==> src/rtl/code8b10bPkg.sv <==
package code8b10bPkg;

  // Control bytes
  localparam logic [7:0] kComma = 8'hBC;  // K28.5
  localparam logic [7:0] kSop = 8'hDC;    // K28.6
  localparam logic [7:0] kEop = 8'h7C;    // K28.3

  // Code groups listed abcdei fghj with bit 9 sent first
  localparam logic [9:0] commaNeg = 10'b0011111010;
  localparam logic [9:0] commaPos = 10'b1100000101;

  typedef enum logic [1:0] {
    stHunt,
    stCheck,
    stLocked
  } alignState;

  // 5b/6b RD- column complemented for RD+ when unbalanced or D.07
  function automatic logic [5:0] code6(input logic [4:0] x, input logic rd);
    logic [5:0] c;
    case (x)
      5'd0: c = 6'b100111;
      5'd1: c = 6'b011101;
      5'd2: c = 6'b101101;
      5'd3: c = 6'b110001;
      5'd4: c = 6'b110101;
      5'd5: c = 6'b101001;
      5'd6: c = 6'b011001;
      5'd7: c = 6'b111000;
      5'd8: c = 6'b111001;
      5'd9: c = 6'b100101;
      5'd10: c = 6'b010101;
      5'd11: c = 6'b110100;
      5'd12: c = 6'b001101;
      5'd13: c = 6'b101100;
      5'd14: c = 6'b011100;
      5'd15: c = 6'b010111;
      5'd16: c = 6'b011011;
      5'd17: c = 6'b100011;
      5'd18: c = 6'b010011;
      5'd19: c = 6'b110010;
      5'd20: c = 6'b001011;
      5'd21: c = 6'b101010;
      5'd22: c = 6'b011010;
      5'd23: c = 6'b111010;
      5'd24: c = 6'b110011;
      5'd25: c = 6'b100110;
      5'd26: c = 6'b010110;
      5'd27: c = 6'b110110;
      5'd28: c = 6'b001110;
      5'd29: c = 6'b101110;
      5'd30: c = 6'b011110;
      default: c = 6'b101011;
    endcase
    if (rd && ($countones(c) != 3 || x == 5'd7))
      c = ~c;
    return c;
  endfunction

  // 3b/4b code where alt selects the A7 form of D.x.7
  function automatic logic [3:0] code4(input logic [2:0] y, input logic rd, input logic alt);
    logic [3:0] c;
    case (y)
      3'd0: c = 4'b1011;
      3'd1: c = 4'b1001;
      3'd2: c = 4'b0101;
      3'd3: c = 4'b1100;
      3'd4: c = 4'b1101;
      3'd5: c = 4'b1010;
      3'd6: c = 4'b0110;
      default: c = alt ? 4'b0111 : 4'b1110;
    endcase
    if (rd && (y == 3'd0 || y == 3'd3 || y == 3'd4 || y == 3'd7))
      c = ~c;
    return c;
  endfunction

  // RD- group of the supported K28 characters with RD+ as its complement
  function automatic logic [9:0] kNeg(input logic [7:0] b);
    case (b)
      kSop: return 10'b0011110110;
      kEop: return 10'b0011110011;
      default: return commaNeg;
    endcase
  endfunction

endpackage

==> src/rtl/elinkPkg.sv <==
package elinkPkg;

  // Link word framing
  localparam int linkWordW = 10;  // {kind[1:0], byte[7:0]}
  localparam int fifoDepth = 16;
  localparam int maxPktLen = 8;   // Data bytes in the longest packet

  // Symbol timing at 2 line bits per clock
  localparam int symCycles = 5;
  localparam int preambleSyms = 4;  // Commas sent after reset before any word

  // Delimiter of a link word
  typedef enum logic [1:0] {
    kindData  = 2'd0,
    kindEop   = 2'd1,
    kindSop   = 2'd2,
    kindComma = 2'd3
  } wordKind;

endpackage
==> src/rtl/elinkLoopTop.sv <==
`timescale 1ns/1ps
module elinkLoopTop import elinkPkg::*; (
  input  logic       getDataTrig,
  input  logic       arstN,
  input  logic       enable,
  output logic [1:0] serial,
  output logic [7:0] rxByte,
  output wordKind    rxKind,
  output logic       rxValid,
  output logic       aligned,
  output logic       codeErr
);

  logic [linkWordW-1:0] wrWord;
  logic                 wrEn;
  logic                 full;
  logic [linkWordW-1:0] rdWord;
  logic                 rdEn;
  logic                 empty;

  elinkPacketGen packetGen (
    .getDataTrig (getDataTrig),
    .arstN       (arstN),
    .enable      (enable),
    .full        (full),
    .wrWord      (wrWord),
    .wrEn        (wrEn)
  );

  elinkTxFifo txFifo (
    .getDataTrig (getDataTrig),
    .arstN       (arstN),
    .wrWord      (wrWord),
    .wrEn        (wrEn),
    .rdEn        (rdEn),
    .rdWord      (rdWord),
    .full        (full),
    .empty       (empty)
  );

  elinkEnc8b10b enc (
    .getDataTrig (getDataTrig),
    .arstN       (arstN),
    .rdWord      (rdWord),
    .empty       (empty),
    .rdEn        (rdEn),
    .serial      (serial)
  );

  // Loopback on the serial pair
  elinkDec8b10b dec (
    .getDataTrig (getDataTrig),
    .arstN       (arstN),
    .serial      (serial),
    .rxByte      (rxByte),
    .rxKind      (rxKind),
    .rxValid     (rxValid),
    .aligned     (aligned),
    .codeErr     (codeErr)
  );

endmodule

==> src/rtl/elinkDec8b10b.sv <==
`timescale 1ns/1ps
module elinkDec8b10b import elinkPkg::*, code8b10bPkg::*; (
  input  logic       getDataTrig,
  input  logic       arstN,
  input  logic [1:0] serial,
  output logic [7:0] rxByte,
  output wordKind    rxKind,
  output logic       rxValid,
  output logic       aligned,
  output logic       codeErr
);

  alignState  state;
  logic [19:0] hist;     // Oldest bit at the top
  logic [3:0]  lockOff;
  logic [2:0]  symCnt;
  logic        rdDec;
  logic [1:0]  errRun;   // Consecutive bad symbols
  logic        found;
  logic [3:0]  foundOff;
  logic [9:0]  winSel;
  logic        isComma;
  logic        hit6;
  logic        hit4;
  logic        isK;
  logic [4:0]  x;
  logic [2:0]  y;
  logic [7:0]  kByte;
  logic        dispErr;
  logic        rdMid;
  logic        rdNext;
  logic        symErr;
  logic        symTick;

  assign aligned = (state == stLocked);
  assign winSel  = hist[lockOff +: 10];
  assign isComma = (winSel == commaNeg) || (winSel == commaPos);
  assign symTick = (symCnt == 3'(symCycles - 1));

  // Comma search where the lowest offset wins
  always_comb
  begin
    found    = 1'b0;
    foundOff = '0;
    for (int k = 9; k >= 0; k--)
    begin
      if (hist[k +: 10] == commaNeg || hist[k +: 10] == commaPos)
      begin
        found    = 1'b1;
        foundOff = 4'(k);
      end
    end
  end

  // Reverse mapping and disparity checks
  always_comb
  begin
    hit6  = 1'b0;
    hit4  = 1'b0;
    isK   = 1'b0;
    x     = '0;
    y     = '0;
    kByte = kComma;
    for (int i = 0; i < 32; i++)
      if (winSel[9:4] == code6(5'(i), 1'b0) || winSel[9:4] == code6(5'(i), 1'b1))
      begin
        hit6 = 1'b1;
        x    = 5'(i);
      end
    for (int j = 0; j < 8; j++)
      if (winSel[3:0] == code4(3'(j), 1'b0, 1'b0) || winSel[3:0] == code4(3'(j), 1'b1, 1'b0) ||
          winSel[3:0] == code4(3'(j), 1'b0, 1'b1) || winSel[3:0] == code4(3'(j), 1'b1, 1'b1))
      begin
        hit4 = 1'b1;
        y    = 3'(j);
      end
    rdMid   = ($countones(winSel[9:4]) != 3) ? !rdDec : rdDec;
    rdNext  = ($countones(winSel[3:0]) != 2) ? !rdMid : rdMid;
    dispErr = (!rdDec && $countones(winSel[9:4]) == 2) ||
              (rdDec && $countones(winSel[9:4]) == 4) ||
              (!rdMid && $countones(winSel[3:0]) == 1) ||
              (rdMid && $countones(winSel[3:0]) == 3);
    if (winSel == kNeg(kSop) || winSel == ~kNeg(kSop))
      kByte = kSop;
    else if (winSel == kNeg(kEop) || winSel == ~kNeg(kEop))
      kByte = kEop;
    if (winSel == kNeg(kByte) || winSel == ~kNeg(kByte))
    begin
      isK     = 1'b1;
      dispErr = (winSel == kNeg(kByte)) ? rdDec : !rdDec;
      rdNext  = !rdDec;
    end
    symErr = !(isK || (hit6 && hit4)) || dispErr;
  end

  always_ff @(posedge getDataTrig)
  begin
    if (isK)
    begin
      rxByte <= 8'h00;  // Delimiters carry no payload
      rxKind <= (kByte == kSop) ? kindSop : (kByte == kEop) ? kindEop : kindComma;
    end
    else
    begin
      rxByte <= {y, x};
      rxKind <= kindData;
    end
  end

  always_ff @(posedge getDataTrig or negedge arstN)
  begin
    if (!arstN)
    begin
      state   <= stHunt;
      hist    <= '0;
      lockOff <= '0;
      symCnt  <= '0;
      rdDec   <= 1'b0;
      errRun  <= '0;
      rxValid <= 1'b0;
      codeErr <= 1'b0;
    end
    else
    begin
      hist    <= {hist[17:0], serial[0], serial[1]};
      symCnt  <= symTick ? '0 : symCnt + 3'd1;
      rxValid <= 1'b0;
      codeErr <= 1'b0;
      case (state)
        stHunt:
          if (found)
          begin
            lockOff <= foundOff;
            symCnt  <= '0;
            state   <= stCheck;
          end
        stCheck:
          if (symTick)
          begin
            state  <= isComma ? stLocked : stHunt;
            rdDec  <= (winSel == commaNeg);  // Disparity after the comma
            errRun <= '0;
          end
        default:
          if (symTick)
          begin
            rdDec   <= rdNext;
            codeErr <= symErr;
            rxValid <= !symErr && !(isK && kByte == kComma);
            if (!symErr)
              errRun <= '0;
            else if (errRun == 2'd3)
              state <= stHunt;  // Lost lock
            else
              errRun <= errRun + 2'd1;
          end
      endcase
    end
  end

endmodule

==> src/rtl/elinkEnc8b10b.sv <==
`timescale 1ns/1ps
module elinkEnc8b10b import elinkPkg::*, code8b10bPkg::*; (
  input  logic                 getDataTrig,
  input  logic                 arstN,
  input  logic [linkWordW-1:0] rdWord,
  input  logic                 empty,
  output logic                 rdEn,
  output logic [1:0]           serial
);

  logic [2:0] phase;
  logic [2:0] preCnt;   // Preamble commas sent so far
  logic       rd;       // Running disparity, 1 is positive
  logic [9:0] sr;
  logic       takeWord;
  wordKind    kind;
  logic [7:0] dByte;
  logic [5:0] c6;
  logic [3:0] c4;
  logic       rdMid;
  logic       alt;
  logic [9:0] symNext;
  logic       rdNext;

  assign takeWord = (phase == '0) && !empty && (preCnt == 3'(preambleSyms));
  assign rdEn     = takeWord;
  assign serial   = {sr[8], sr[9]};  // Bit a leaves on lane 0

  always_comb
  begin
    kind  = takeWord ? wordKind'(rdWord[linkWordW-1 -: 2]) : kindComma;
    dByte = rdWord[7:0];
    // Data path, 5b/6b then 3b/4b against the mid disparity
    c6    = code6(dByte[4:0], rd);
    rdMid = ($countones(c6) != 3) ? !rd : rd;
    alt   = (dByte[7:5] == 3'd7) &&
            ((!rdMid && (dByte[4:0] == 5'd17 || dByte[4:0] == 5'd18 ||
                         dByte[4:0] == 5'd20)) ||
             (rdMid && (dByte[4:0] == 5'd11 || dByte[4:0] == 5'd13 ||
                        dByte[4:0] == 5'd14)));
    c4    = code4(dByte[7:5], rdMid, alt);
    case (kind)
      kindData:
      begin
        symNext = {c6, c4};
        rdNext  = ($countones(c4) != 2) ? !rdMid : rdMid;
      end
      kindSop:
      begin
        symNext = rd ? ~kNeg(kSop) : kNeg(kSop);
        rdNext  = !rd;  // K28 groups always flip
      end
      kindEop:
      begin
        symNext = rd ? ~kNeg(kEop) : kNeg(kEop);
        rdNext  = !rd;
      end
      default:
      begin
        symNext = rd ? ~kNeg(kComma) : kNeg(kComma);
        rdNext  = !rd;
      end
    endcase
  end

  always_ff @(posedge getDataTrig or negedge arstN)
  begin
    if (!arstN)
    begin
      phase  <= '0;
      preCnt <= '0;
      rd     <= 1'b0;
      sr     <= '0;
    end
    else
    begin
      phase <= (phase == 3'(symCycles - 1)) ? '0 : phase + 3'd1;
      if (phase == '0)
      begin
        sr <= symNext;
        rd <= rdNext;
        if (preCnt != 3'(preambleSyms))
          preCnt <= preCnt + 3'd1;
      end
      else
        sr <= {sr[7:0], 2'b00};
    end
  end

endmodule

==> src/rtl/elinkTxFifo.sv <==
`timescale 1ns/1ps
module elinkTxFifo import elinkPkg::*; (
  input  logic                 getDataTrig,
  input  logic                 arstN,
  input  logic [linkWordW-1:0] wrWord,
  input  logic                 wrEn,
  input  logic                 rdEn,
  output logic [linkWordW-1:0] rdWord,
  output logic                 full,
  output logic                 empty
);

  localparam int ptrW = $clog2(fifoDepth);

  logic [linkWordW-1:0] mem [fifoDepth];
  logic [ptrW-1:0]      wrPtr;
  logic [ptrW-1:0]      rdPtr;
  logic [ptrW:0]        count;

  // Show-ahead, oldest word always on the output
  assign rdWord = mem[rdPtr];
  assign full   = (count == (ptrW+1)'(fifoDepth));
  assign empty  = (count == '0);

  always_ff @(posedge getDataTrig)
  begin
    if (wrEn)
      mem[wrPtr] <= wrWord;
  end

  always_ff @(posedge getDataTrig or negedge arstN)
  begin
    if (!arstN)
    begin
      wrPtr <= '0;
      rdPtr <= '0;
      count <= '0;
    end
    else
    begin
      if (wrEn)
        wrPtr <= wrPtr + 1'b1;  // Wraps at depth
      if (rdEn)
        rdPtr <= rdPtr + 1'b1;
      case ({wrEn, rdEn})
        2'b10:   count <= count + 1'b1;
        2'b01:   count <= count - 1'b1;
        default: count <= count;
      endcase
    end
  end

endmodule

==> src/rtl/elinkPacketGen.sv <==
`timescale 1ns/1ps
module elinkPacketGen import elinkPkg::*; (
  input  logic                 getDataTrig,
  input  logic                 arstN,
  input  logic                 enable,
  input  logic                 full,
  output logic [linkWordW-1:0] wrWord,
  output logic                 wrEn
);

  typedef enum logic [1:0] {
    genIdle,
    genSop,
    genData,
    genEop
  } genState;

  genState    state;
  logic [3:0] pktLen;   // Data bytes in the current packet
  logic [3:0] dataCnt;  // Data bytes already written
  logic [7:0] byteCnt;

  // Next word is held until the FIFO accepts it
  assign wrEn = enable && !full && (state != genIdle);

  always_comb
  begin
    case (state)
      genData: wrWord = {kindData, byteCnt};
      genEop:  wrWord = {kindEop, 8'h00};
      default: wrWord = {kindSop, 8'h00};
    endcase
  end

  always_ff @(posedge getDataTrig or negedge arstN)
  begin
    if (!arstN)
    begin
      state   <= genIdle;
      pktLen  <= 4'd1;
      dataCnt <= '0;
      byteCnt <= '0;
    end
    else if (state == genIdle)
      state <= genSop;
    else if (wrEn)
    begin
      case (state)
        genSop:
        begin
          dataCnt <= '0;
          state   <= genData;
        end
        genData:
        begin
          byteCnt <= byteCnt + 8'd1;  // Runs on across packets
          dataCnt <= dataCnt + 4'd1;
          if (dataCnt + 4'd1 == pktLen)
            state <= genEop;
        end
        default:
        begin
          pktLen <= (pktLen == 4'(maxPktLen)) ? 4'd1 : pktLen + 4'd1;
          state  <= genSop;
        end
      endcase
    end
  end

endmodule

==> config.mk <==
export PLATFORM = sky130hd
export DESIGN_NAME = elinkLoopTop
export DESIGN_NICKNAME = d
export VERILOG_FILES = /design/src/rtl/code8b10bPkg.sv /design/src/rtl/elinkPkg.sv /design/src/rtl/elinkLoopTop.sv /design/src/rtl/elinkDec8b10b.sv /design/src/rtl/elinkEnc8b10b.sv /design/src/rtl/elinkTxFifo.sv /design/src/rtl/elinkPacketGen.sv
export SDC_FILE = /design/constraint.sdc
export NUM_CORES = 1
export LEC_CHECK = 0
export BUFFER_PORTS_ARGS = -buffer_cell sky130_fd_sc_hd__buf_2
export CORE_UTILIZATION = 60
export CTS_CLUSTER_DIAMETER = 200
export DETAILED_ROUTE_END_ITERATION = 8
export PLACE_DENSITY = 0.76
export SETUP_SLACK_MARGIN = 0.15
export SYNTH_ARGS = -nofsm -noshare
export SYNTH_HDL_FRONTEND = slang
export SYNTH_HIERARCHICAL = 1
export SYNTH_SLANG_ARGS = --single-unit
==> constraint.sdc <==
create_clock -name getDataTrig -period 10.4 [get_ports getDataTrig]
set_input_delay 1.56 -clock getDataTrig [delete_from_list [all_inputs] [get_ports getDataTrig]]
set_output_delay 1.56 -clock getDataTrig [all_outputs]
set_load 0.01 [all_outputs]
==> run_results.csv, run 1 <==
group,metric,value,unit
synthesis,synth_cell_type_count,92,
routing,wire_per_inst,20.1,um
sta,clock_skew,0.0117,ns
sta,fin_tns_setup,0,ns
global_routing,first_global_vias,9263,
critical_path,cp-end-kind,"register",
synthesis,synth_area,0.0142,mm2
critical_path,worst-setup-path-type,"reg2reg",
routing,drcViolationCount,0,
final_layout,drive_above_1_share,11.6,%
cts,root_buffer,"clkbuf_16",
critical_path,worst_setup_path_start_kind,"register",
global_routing,grt_overflow,0,
synthesis,netlist_top_cells_area,"edfxtp_1, dfrtp_1, ha_1",
cts,clkSinkCount,252,
synthesis,dominantRegCellSynth,"edfxtp_1",
synthesis,yosysTopAreaCellShare,33.8,%
synthesis,synth_edf_count,160,
cts,cts_buffer_depth,3,
sta,finalHoldViolCount,0,
synthesis,postSynthAreaPerCell,12.0,um2
job,max_cap_viol_count,0,
routing,drt_iter0_drc,755,
die,core_area,0.0229,mm2
routing,ant_nets,0,
critical_path,cpMostUsedCell,"fa_1",
sta,worst_pin_slew,1.19,ns
die,die_area,0.0243,mm2
cts,cts_setup_buffers,0,
placement,portBuffers,17,
die,ioPinCount,18,
cts,ctsResizeCount,0,
sta,post-route-period-util,92.0,%
sta,slew_violations,0,
cts,numCtsBuffers,26,
cts,clock_latency,0.55,ns
die,dieHeight,156,um
synthesis,ys_seq_area_share,49.6,%
synthesis,async_reset_ff_share,32.5,%
cts,clk_pin_slew,0.06,ns
routing,first_pass_iters,6,
global_routing,grt_pass1_wl,48.4,mm
sta,rsz0062_at_grt,"no",
cts,cts_tree,"yes",
synthesis,synth_area_leader_cell,"edfxtp_1",
final_layout,insertedDiodeCount,0,
global_routing,antenna_found_initial,0,
critical_path,required,10.82,ns
outcome,outcome,"finished, final reports clean",
final_layout,area_delta_synth_final,7.96,%
sta,fmax,105,MHz
die,die_x,156,um
final_layout,fin_nets,1233,
routing,vias_per_cell,6.35,
synthesis,synth.yosys.warnings,6,
global_routing,track_usage,25.4,%
sta,relSlewSlack,20.4,%
die,start_util,62.1,%
synthesis,syn-instance-count,1185,
critical_path,crit_path_max_incr_delay,0.69,ns
synthesis,synth_nets,1256,
cts,ctsHoldBuffers,0,
placement,place_hpwl,19.7,mm
sta,setup_viol,0,
routing,wl,30.0,mm
routing,num_vias,9488,
critical_path,cp.arrival,9.99,ns
synthesis,synth_seq_cells,252,
worst_hold_path,hp-class,"reg2reg",
critical_path,critPathMaxFanout,21,
die,rows,55,
critical_path,cpMaxStageDelayCell,"o41ai_4",
global_routing,grt_max_degree,48,
cts,cts-htree-levels,1,
placement,place_congestion,0.896,
sta,fin_crit,9.57,ns
-- sequential cells by signal, summed over array words and instances (netlist names) --
register and cells:
txFifo/mem 160, dec/hist 20, enc/sr 10, dec/rxByte 8, packetGen/byteCnt 8, txFifo/count 5, dec/lockOff 4, packetGen/dataCnt 4
packetGen/pktLen 4, txFifo/rdPtr 4, txFifo/wrPtr 4, dec/symCnt 3, enc/phase 3, enc/preCnt 3, dec/errRun 2, dec/rxKind 2
dec/state 2, packetGen/state 2, dec/codeErr 1, dec/rdDec 1, dec/rxValid 1, enc/rd 1
-- area by class of cell --
class	count	area (um2)
Inverter	57	214
Tap cell	313	392
Fill cell	1611	7550
Timing Repair Buffer	25	160
Sequential cell	252	7060
Clock buffer	36	748
Clock inverter	12	219
Multi-Input combinational cell	800	6570
-- routing by layer --
| layer | track usage, % | share of wire [%] | up-vias |
|---|---|---|---|
| met3 | 3.19 | 5.5 | 62 |
| met2 | 43.4 | 50 | 318 |
| li1 | - | - | 4417 |
| met5 | 0 | 0 | - |
| met1 | 33.2 | 42 | 4691 |
| met4 | 9.80 | 3.4 | 0 |
-- critical path, delay by kind of cell (launching register included) --
kind | cells | cell delay [ns]
flops | 1 | 0.67
xor+xnor | 4 | 0.91
mux | 2 | 1.01
compound gates | 5 | 1.54
fa+ha+maj | 10 | 3.72
buf+inv | 5 | 0.31
simple gates | 4 | 1.25
-- cells in the final DEF (no fill, tap or decap), drive strengths merged, types with 7 or more instances in the layout --
cell | netlist | final
nand2b | 18 | 18
o211ai | 12 | 12
mux2 | 21 | 21
fa | 9 | 9
nand3b | 7 | 7
dfxtp | 10 | 10
o22ai | 9 | 9
a21oi | 37 | 37
nor4b | 9 | 9
o31ai | 7 | 7
xor2 | 17 | 17
clkbuf | 50 | 36
o21ai | 50 | 50
nor2 | 63 | 63
nor3 | 24 | 24
and2 | 24 | 24
nand2 | 99 | 99
nor3b | 7 | 7
nand3 | 34 | 34
mux2i | 23 | 23
edfxtp | 160 | 160
mux4 | 51 | 51
dfrtp | 81 | 81
nor2b | 25 | 25
inv | 57 | 58
nand4 | 13 | 13
xnor2 | 24 | 24
buf | 26 | 25
a31oi | 11 | 11
a22oi | 29 | 29
ha | 59 | 59
-- path summary, 6_finish.rpt --
path | from | end | slack, ns | cells after the start
worst max-delay path | txFifo/rdPtr[0] | enc/rd | 0.83 | 30
worst min-delay path | enc/sr[9] | dec/hist[1] | 0.37 | 0
worst max register to register | txFifo/rdPtr[0] | enc/rd | 0.83 | 30
worst min register to register | enc/sr[9] | dec/hist[1] | 0.37 | 0
max in group asynchronous | arstN | txFifo/rdPtr[0] | 8.36 | 2
min in group asynchronous | arstN | dec/rdDec | 0.97 | 1
-- kinds of logic (layout without fill, tap and decap cells) --
| group | count (synthesis) | count (layout) | share of synthesized area (%) |
|---|---|---|---|
| mux | 95 | 95 | 11.9 |
| compound gates | 229 | 229 | 11.5 |
| buf+inv | 133 | 130 | 4.25 |
| simple gates | 367 | 367 | 13.8 |
| xor+xnor | 41 | 41 | 2.52 |
| flops | 252 | 252 | 49.6 |
| fa+ha+maj | 68 | 68 | 6.45 |
-- per-stage QoR --
| step | cells | hold slack [ns] | setup slack (ns) | util (%) | cell area, um2 |
|---|---|---|---|---|---|
| floorplan | 1185 | 0.352 | 1.85 | - | 14200 |
| global placement | 1447 | 0.352 | 0.881 | 62.8 | 14400 |
| detailed placement | 1447 | 0.359 | 0.648 | 62.8 | 14400 |
| CTS | 1495 | 0.373 | 0.650 | 67.0 | 15400 |
| global route | 1495 | 0.382 | 0.177 | 67.0 | 15400 |
| finish | 1495 | 0.372 | 0.831 | 67.0 | 15400 |
-- Yosys cell counts, types with 24 or more instances --
cell type / instances
edfxtp_1: 160
nand2_1: 99
dfrtp_1: 81
nor2_1: 63
ha_1: 59
inv_1: 56
clkbuf_1: 50
o21ai_0: 47
a21oi_1: 37
nand3_1: 34
mux4_2: 31
a22oi_1: 29
nor2b_1: 25
and2_1: 24
xnor2_1: 24
Power of run 1 is not shown: default switching activity piles up to over one toggle a cycle in this logic, so the estimate is an artifact.
==> run 2: changes to the inputs <==
CORE_UTILIZATION = 30   (was 60)
CTS_BUF_LIST = sky130_fd_sc_hd__clkbuf_8   (was not set)
PLACE_DENSITY = not set   (was 0.76)
==> run 2 against run 1 <==
Against the previous run:
- non-clock buffer count is 4 higher
- hold slack better by 0.016 ns
- core utilization is 34 points lower
- register-to-register slack better by 0.08 ns
- critical path depth is 2 higher
- design area is 1.7% higher
- die area is 99% higher
- clock-buffer cell count is 14 higher
- via count hardly changed
- maximum frequency is 0.83% higher
- final cell count is 22% higher
- largest cell class unchanged
- highest routed layer unchanged
==> run_results.csv, run 2 (synthesis gave the netlist of run 1 again) <==
group,metric,value,unit
outcome,outcome,"finished, final reports clean",
sta,worst_pin_slew,1.23,ns
critical_path,r2r_start,"txFifo/rdPtr[1]",
cts,numCtsBuffers,44,
placement,place_congestion,0.841,
die,start_util,30.5,%
critical_path,cp-end-kind,"register",
critical_path,cp.arrival,9.95,ns
cts,cts_setup_buffers,0,
critical_path,cp_top_family,"adder cells",
final_layout,max_flop_register,"txFifo/mem",
worst_hold_path,hold_end,"dec/hist[1]",
global_routing,antenna_found_initial,0,
sta,clock_skew,0.0248,ns
cts,cts_buffer_depth,3,
global_routing,track_usage,13.3,%
sta,setup_viol,0,
cts,clock_latency,0.60,ns
global_routing,first_global_vias,9545,
placement,place_hpwl,20.7,mm
final_layout,drive_above_1_share,12.9,%
routing,wire_per_inst,17.0,um
cts,root_buffer,"clkbuf_8",
sta,relSlewSlack,18.0,%
sta,fmax,105,MHz
global_routing,grt_overflow,0,
critical_path,crit_path_max_incr_delay,0.91,ns
job,max_cap_viol_count,0,
die,die_x,220,um
routing,first_pass_iters,5,
sta,fin_crit,9.49,ns
die,ioPinCount,18,
final_layout,reg_top3,"txFifo/mem (160), dec/hist (20), enc/sr (10)",
final_layout,layout_common_cells,"edfxtp_1, nand2_1, dfrtp_1",
die,core_area,0.0467,mm2
sta,finalHoldViolCount,0,
critical_path,required,10.86,ns
cts,clkSinkCount,252,
global_routing,grt_pass1_wl,50.9,mm
sta,fin_tns_setup,0,ns
final_layout,area_delta_synth_final,9.84,%
global_routing,grt_max_degree,69,
routing,ant_nets,0,
critical_path,worst-setup-path-type,"reg2reg",
critical_path,reg2regPathDepth,32,
critical_path,rr_endpoint,"enc/rd",
routing,drcViolationCount,0,
critical_path,cpMaxStageDelayCell,"dfrtp_1",
critical_path,worst_setup_path_start_kind,"register",
critical_path,r2r_slack,0.91,ns
routing,vias_per_cell,5.20,
routing,wl,31.0,mm
critical_path,critPathMaxFanout,23,
critical_path,cp.buffers_inverters,6,
worst_hold_path,min_from,"enc/sr[9]",
cts,cts-htree-levels,2,
routing,drt_iter0_drc,806,
placement,portBuffers,17,
routing,num_vias,9497,
sta,post-route-period-util,91.3,%
worst_hold_path,hold_depth,0,
cts,clk_pin_slew,0.06,ns
sta,rsz0062_at_grt,"no",
worst_hold_path,hp-class,"reg2reg",
final_layout,layout_commonest_cell,"edfxtp_1",
final_layout,fin_nets,1255,
die,dieHeight,220,um
die,rows,79,
die,die_area,0.0483,mm2
cts,cts_tree,"yes",
final_layout,insertedDiodeCount,0,
final_layout,largest_reg_flops,160,
sta,slew_violations,0,
run 2: how the worst max path moves through the flow:
| stage | startpoint | end | slack (ns) | depth (start not counted) |
|---|---|---|---|---|
| after detailed placement | txFifo/rdPtr[0] | enc/rd | 0.80 | 32 |
| after global placement | txFifo/rdPtr[0] | enc/rd | 0.95 | 30 |
| after CTS | txFifo/rdPtr[0] | enc/rd | 0.75 | 32 |
| after global routing | txFifo/rdPtr[1] | enc/rd | 0.23 | 30 |
| final | txFifo/rdPtr[1] | enc/rd | 0.91 | 32 |
| after floorplan | txFifo/rdPtr[0] | enc/rd | 1.85 | 34 |
run 2: area by class of cell:
cell class              count  area, um2
well taps                 607        759
clock inverters            32        161
clock buffers              50        688
repair buffers             29        178
inverters                  57        214
multi-input cells         800       6570
fillers                  4588      31000
flip-flops and latches    252       7060
run 2: worst register-to-register path, delay by kind of cell (launching register included):
family | cells | cell delay (ns)
flip-flops | 1 | 0.91
multiplexers | 2 | 0.75
adder cells (fa/ha/maj) | 11 | 3.95
AO/OA/AOI/OAI | 5 | 1.57
XOR/XNOR | 4 | 0.90
AND/OR/NAND/NOR | 4 | 0.79
buffers and inverters | 6 | 0.52
run 2: stage by stage:
step / setup WS [ns] / util (%) / instance area, um2 / instances / hold slack, ns
floorplan: 1.85 / - / 14200 / 1185 / 0.352
CTS: 0.748 / 33.5 / 15600 / 1827 / 0.407
finish: 0.910 / 33.5 / 15600 / 1827 / 0.388
global placement: 0.947 / 31.7 / 14800 / 1745 / 0.394
global route: 0.234 / 33.5 / 15600 / 1827 / 0.415
detailed placement: 0.796 / 31.7 / 14800 / 1745 / 0.389
run 2: timing repair:
action,4_1_cts,5_1_grt
hold buffers,0,0
resized for setup,0,1
setup endpoints to repair,0,1
run 2: per-layer routing:
layer	global-route usage, %	part of all wire (%)	vias to the layer above
li1	-	-	4482
met5	0	0	-
met3	2.53	4.5	56
met4	4.32	2.0	0
met2	21.6	48	246
met1	17.6	45	4713
Power of run 2 is left out for the same reason.
==> run 3: changes to the inputs <==
CORE_ASPECT_RATIO = 0.7   (was not set)
==> run 3 against run 2 <==
Against the previous run:
- hold slack gained 0.0086 ns
- die area is essentially flat
- routed wire length grew 4.4%
- register-to-register slack lost 0.06 ns
- sequential share of layout area shrank 0.23 points
- via count grew 1.6%
- non-clock buffer count shrank 1
==> run_results.csv, run 3 (synthesis gave the netlist of run 1 again) <==
group,metric,value,unit
outcome,outcome,"finished, final reports clean",
final_layout,area_delta_synth_final,10.4,%
sta,clock_skew,0.0468,ns
routing,ant_nets,0,
critical_path,crit_path_max_incr_delay,0.66,ns
job,max_cap_viol_count,0,
final_layout,insertedDiodeCount,0,
final_layout,layout_common_cells,"edfxtp_1, nand2_1, dfrtp_1",
critical_path,worst-setup-path-type,"reg2reg",
sta,fin_crit,9.55,ns
critical_path,critPathMaxFanout,20,
die,dieHeight,184,um
sta,setup_viol,0,
cts,cts-htree-levels,2,
routing,first_pass_iters,6,
routing,drt_iter0_drc,821,
cts,root_buffer,"clkbuf_8",
sta,relSlewSlack,16.3,%
final_layout,reg_top3,"txFifo/mem (160), dec/hist (20), enc/sr (10)",
routing,wl,32.3,mm
sta,slew_violations,0,
die,die_area,0.0483,mm2
routing,drcViolationCount,0,
routing,vias_per_cell,5.28,
global_routing,antenna_found_initial,0,
global_routing,grt_pass1_wl,51.9,mm
die,rows,66,
cts,clkSinkCount,252,
final_layout,drive_above_1_share,13.3,%
critical_path,required,10.85,ns
sta,post-route-period-util,91.8,%
final_layout,fin_nets,1252,
die,core_area,0.0467,mm2
global_routing,grt_overflow,0,
cts,clock_latency,0.60,ns
final_layout,max_flop_register,"txFifo/mem",
die,die_x,262,um
critical_path,cp.arrival,10.00,ns
placement,place_congestion,0.868,
cts,ctsHoldBuffers,0,
critical_path,worst_setup_path_start_kind,"register",
routing,num_vias,9647,
die,ioPinCount,18,
global_routing,first_global_vias,9245,
sta,rsz0062_at_grt,"no",
cts,cts_buffer_depth,3,
critical_path,cpMaxStageDelayCell,"dfrtp_4",
sta,fmax,105,MHz
cts,numCtsBuffers,42,
final_layout,largest_reg_flops,160,
cts,cts_tree,"yes",
sta,finalHoldViolCount,0,
worst_hold_path,hp-class,"reg2reg",
critical_path,r2r_slack,0.85,ns
sta,fin_tns_setup,0,ns
global_routing,track_usage,13.4,%
placement,place_hpwl,21.9,mm
placement,portBuffers,17,
sta,worst_pin_slew,1.25,ns
critical_path,cp-end-kind,"register",
die,start_util,30.5,%
cts,clk_pin_slew,0.07,ns
routing,wire_per_inst,17.7,um
final_layout,layout_commonest_cell,"edfxtp_1",
global_routing,grt_max_degree,69,
[run 3: cell type report]
class                      instances  area, um2
sequential                       252       7060
clock inverter                    27        199
timing repair buffer              28        183
tap                              612        766
fill                            4541      30900
clock buffer                      51        702
inverter                          57        214
multi-input combinational        800       6590
[run 3: metrics by stage]
step	std cells	hold slack (ns)	setup slack (ns)	util (%)	area, um2
2_1_floorplan	1185	0.352	1.85	-	14200
3_3_place_gp	1749	0.373	0.733	31.7	14800
3_5_place_dp	1749	0.389	0.493	31.7	14800
4_1_cts	1827	0.401	0.455	33.6	15700
5_1_grt	1827	0.418	0.207	33.7	15700
6_report	1827	0.396	0.849	33.7	15700
[run 3: timing repair]
action                                 CTS  global route
gates resized for setup                  0             4
endpoints found under the hold margin    0             0
setup endpoints to repair                0             1
buffers inserted                         0             0
[run 3: metal layers]
metal / track usage (%) / wire (um) / part of all wire, % / vias to the layer above
met5: 0 / 0 / 0 / -
met4: 3.29 / 435 / 1.3 / 0
met3: 2.71 / 2260 / 7.0 / 39
met2: 18.9 / 13400 / 41 / 349
met1: 20.7 / 16300 / 50 / 4779
li1: - / - / - / 4480
[run 3: path summary, 6_finish.rpt]
| kind | cells after the start | start | endpoint |
|---|---|---|---|
| worst min-delay path | 0 | enc/sr[9] | dec/hist[1] |
| max in group asynchronous | 2 | arstN | txFifo/rdPtr[0] |
| worst max-delay path | 33 | txFifo/rdPtr[0] | enc/rd |
| min in group asynchronous | 1 | arstN | dec/hist[1] |
| worst min register to register | 0 | enc/sr[9] | dec/hist[1] |
| worst max register to register | 33 | txFifo/rdPtr[0] | enc/rd |
[run 3: worst max-delay path: cells and delay by family (launching register included)]
family	cells	cell delay, ns
mux	2	0.96
simple gates	4	0.77
compound gates	5	1.44
buf+inv	7	0.85
xor+xnor	4	0.77
fa+ha+maj	11	3.99
flops	1	0.66
Power of run 3 is left out for the same reason.
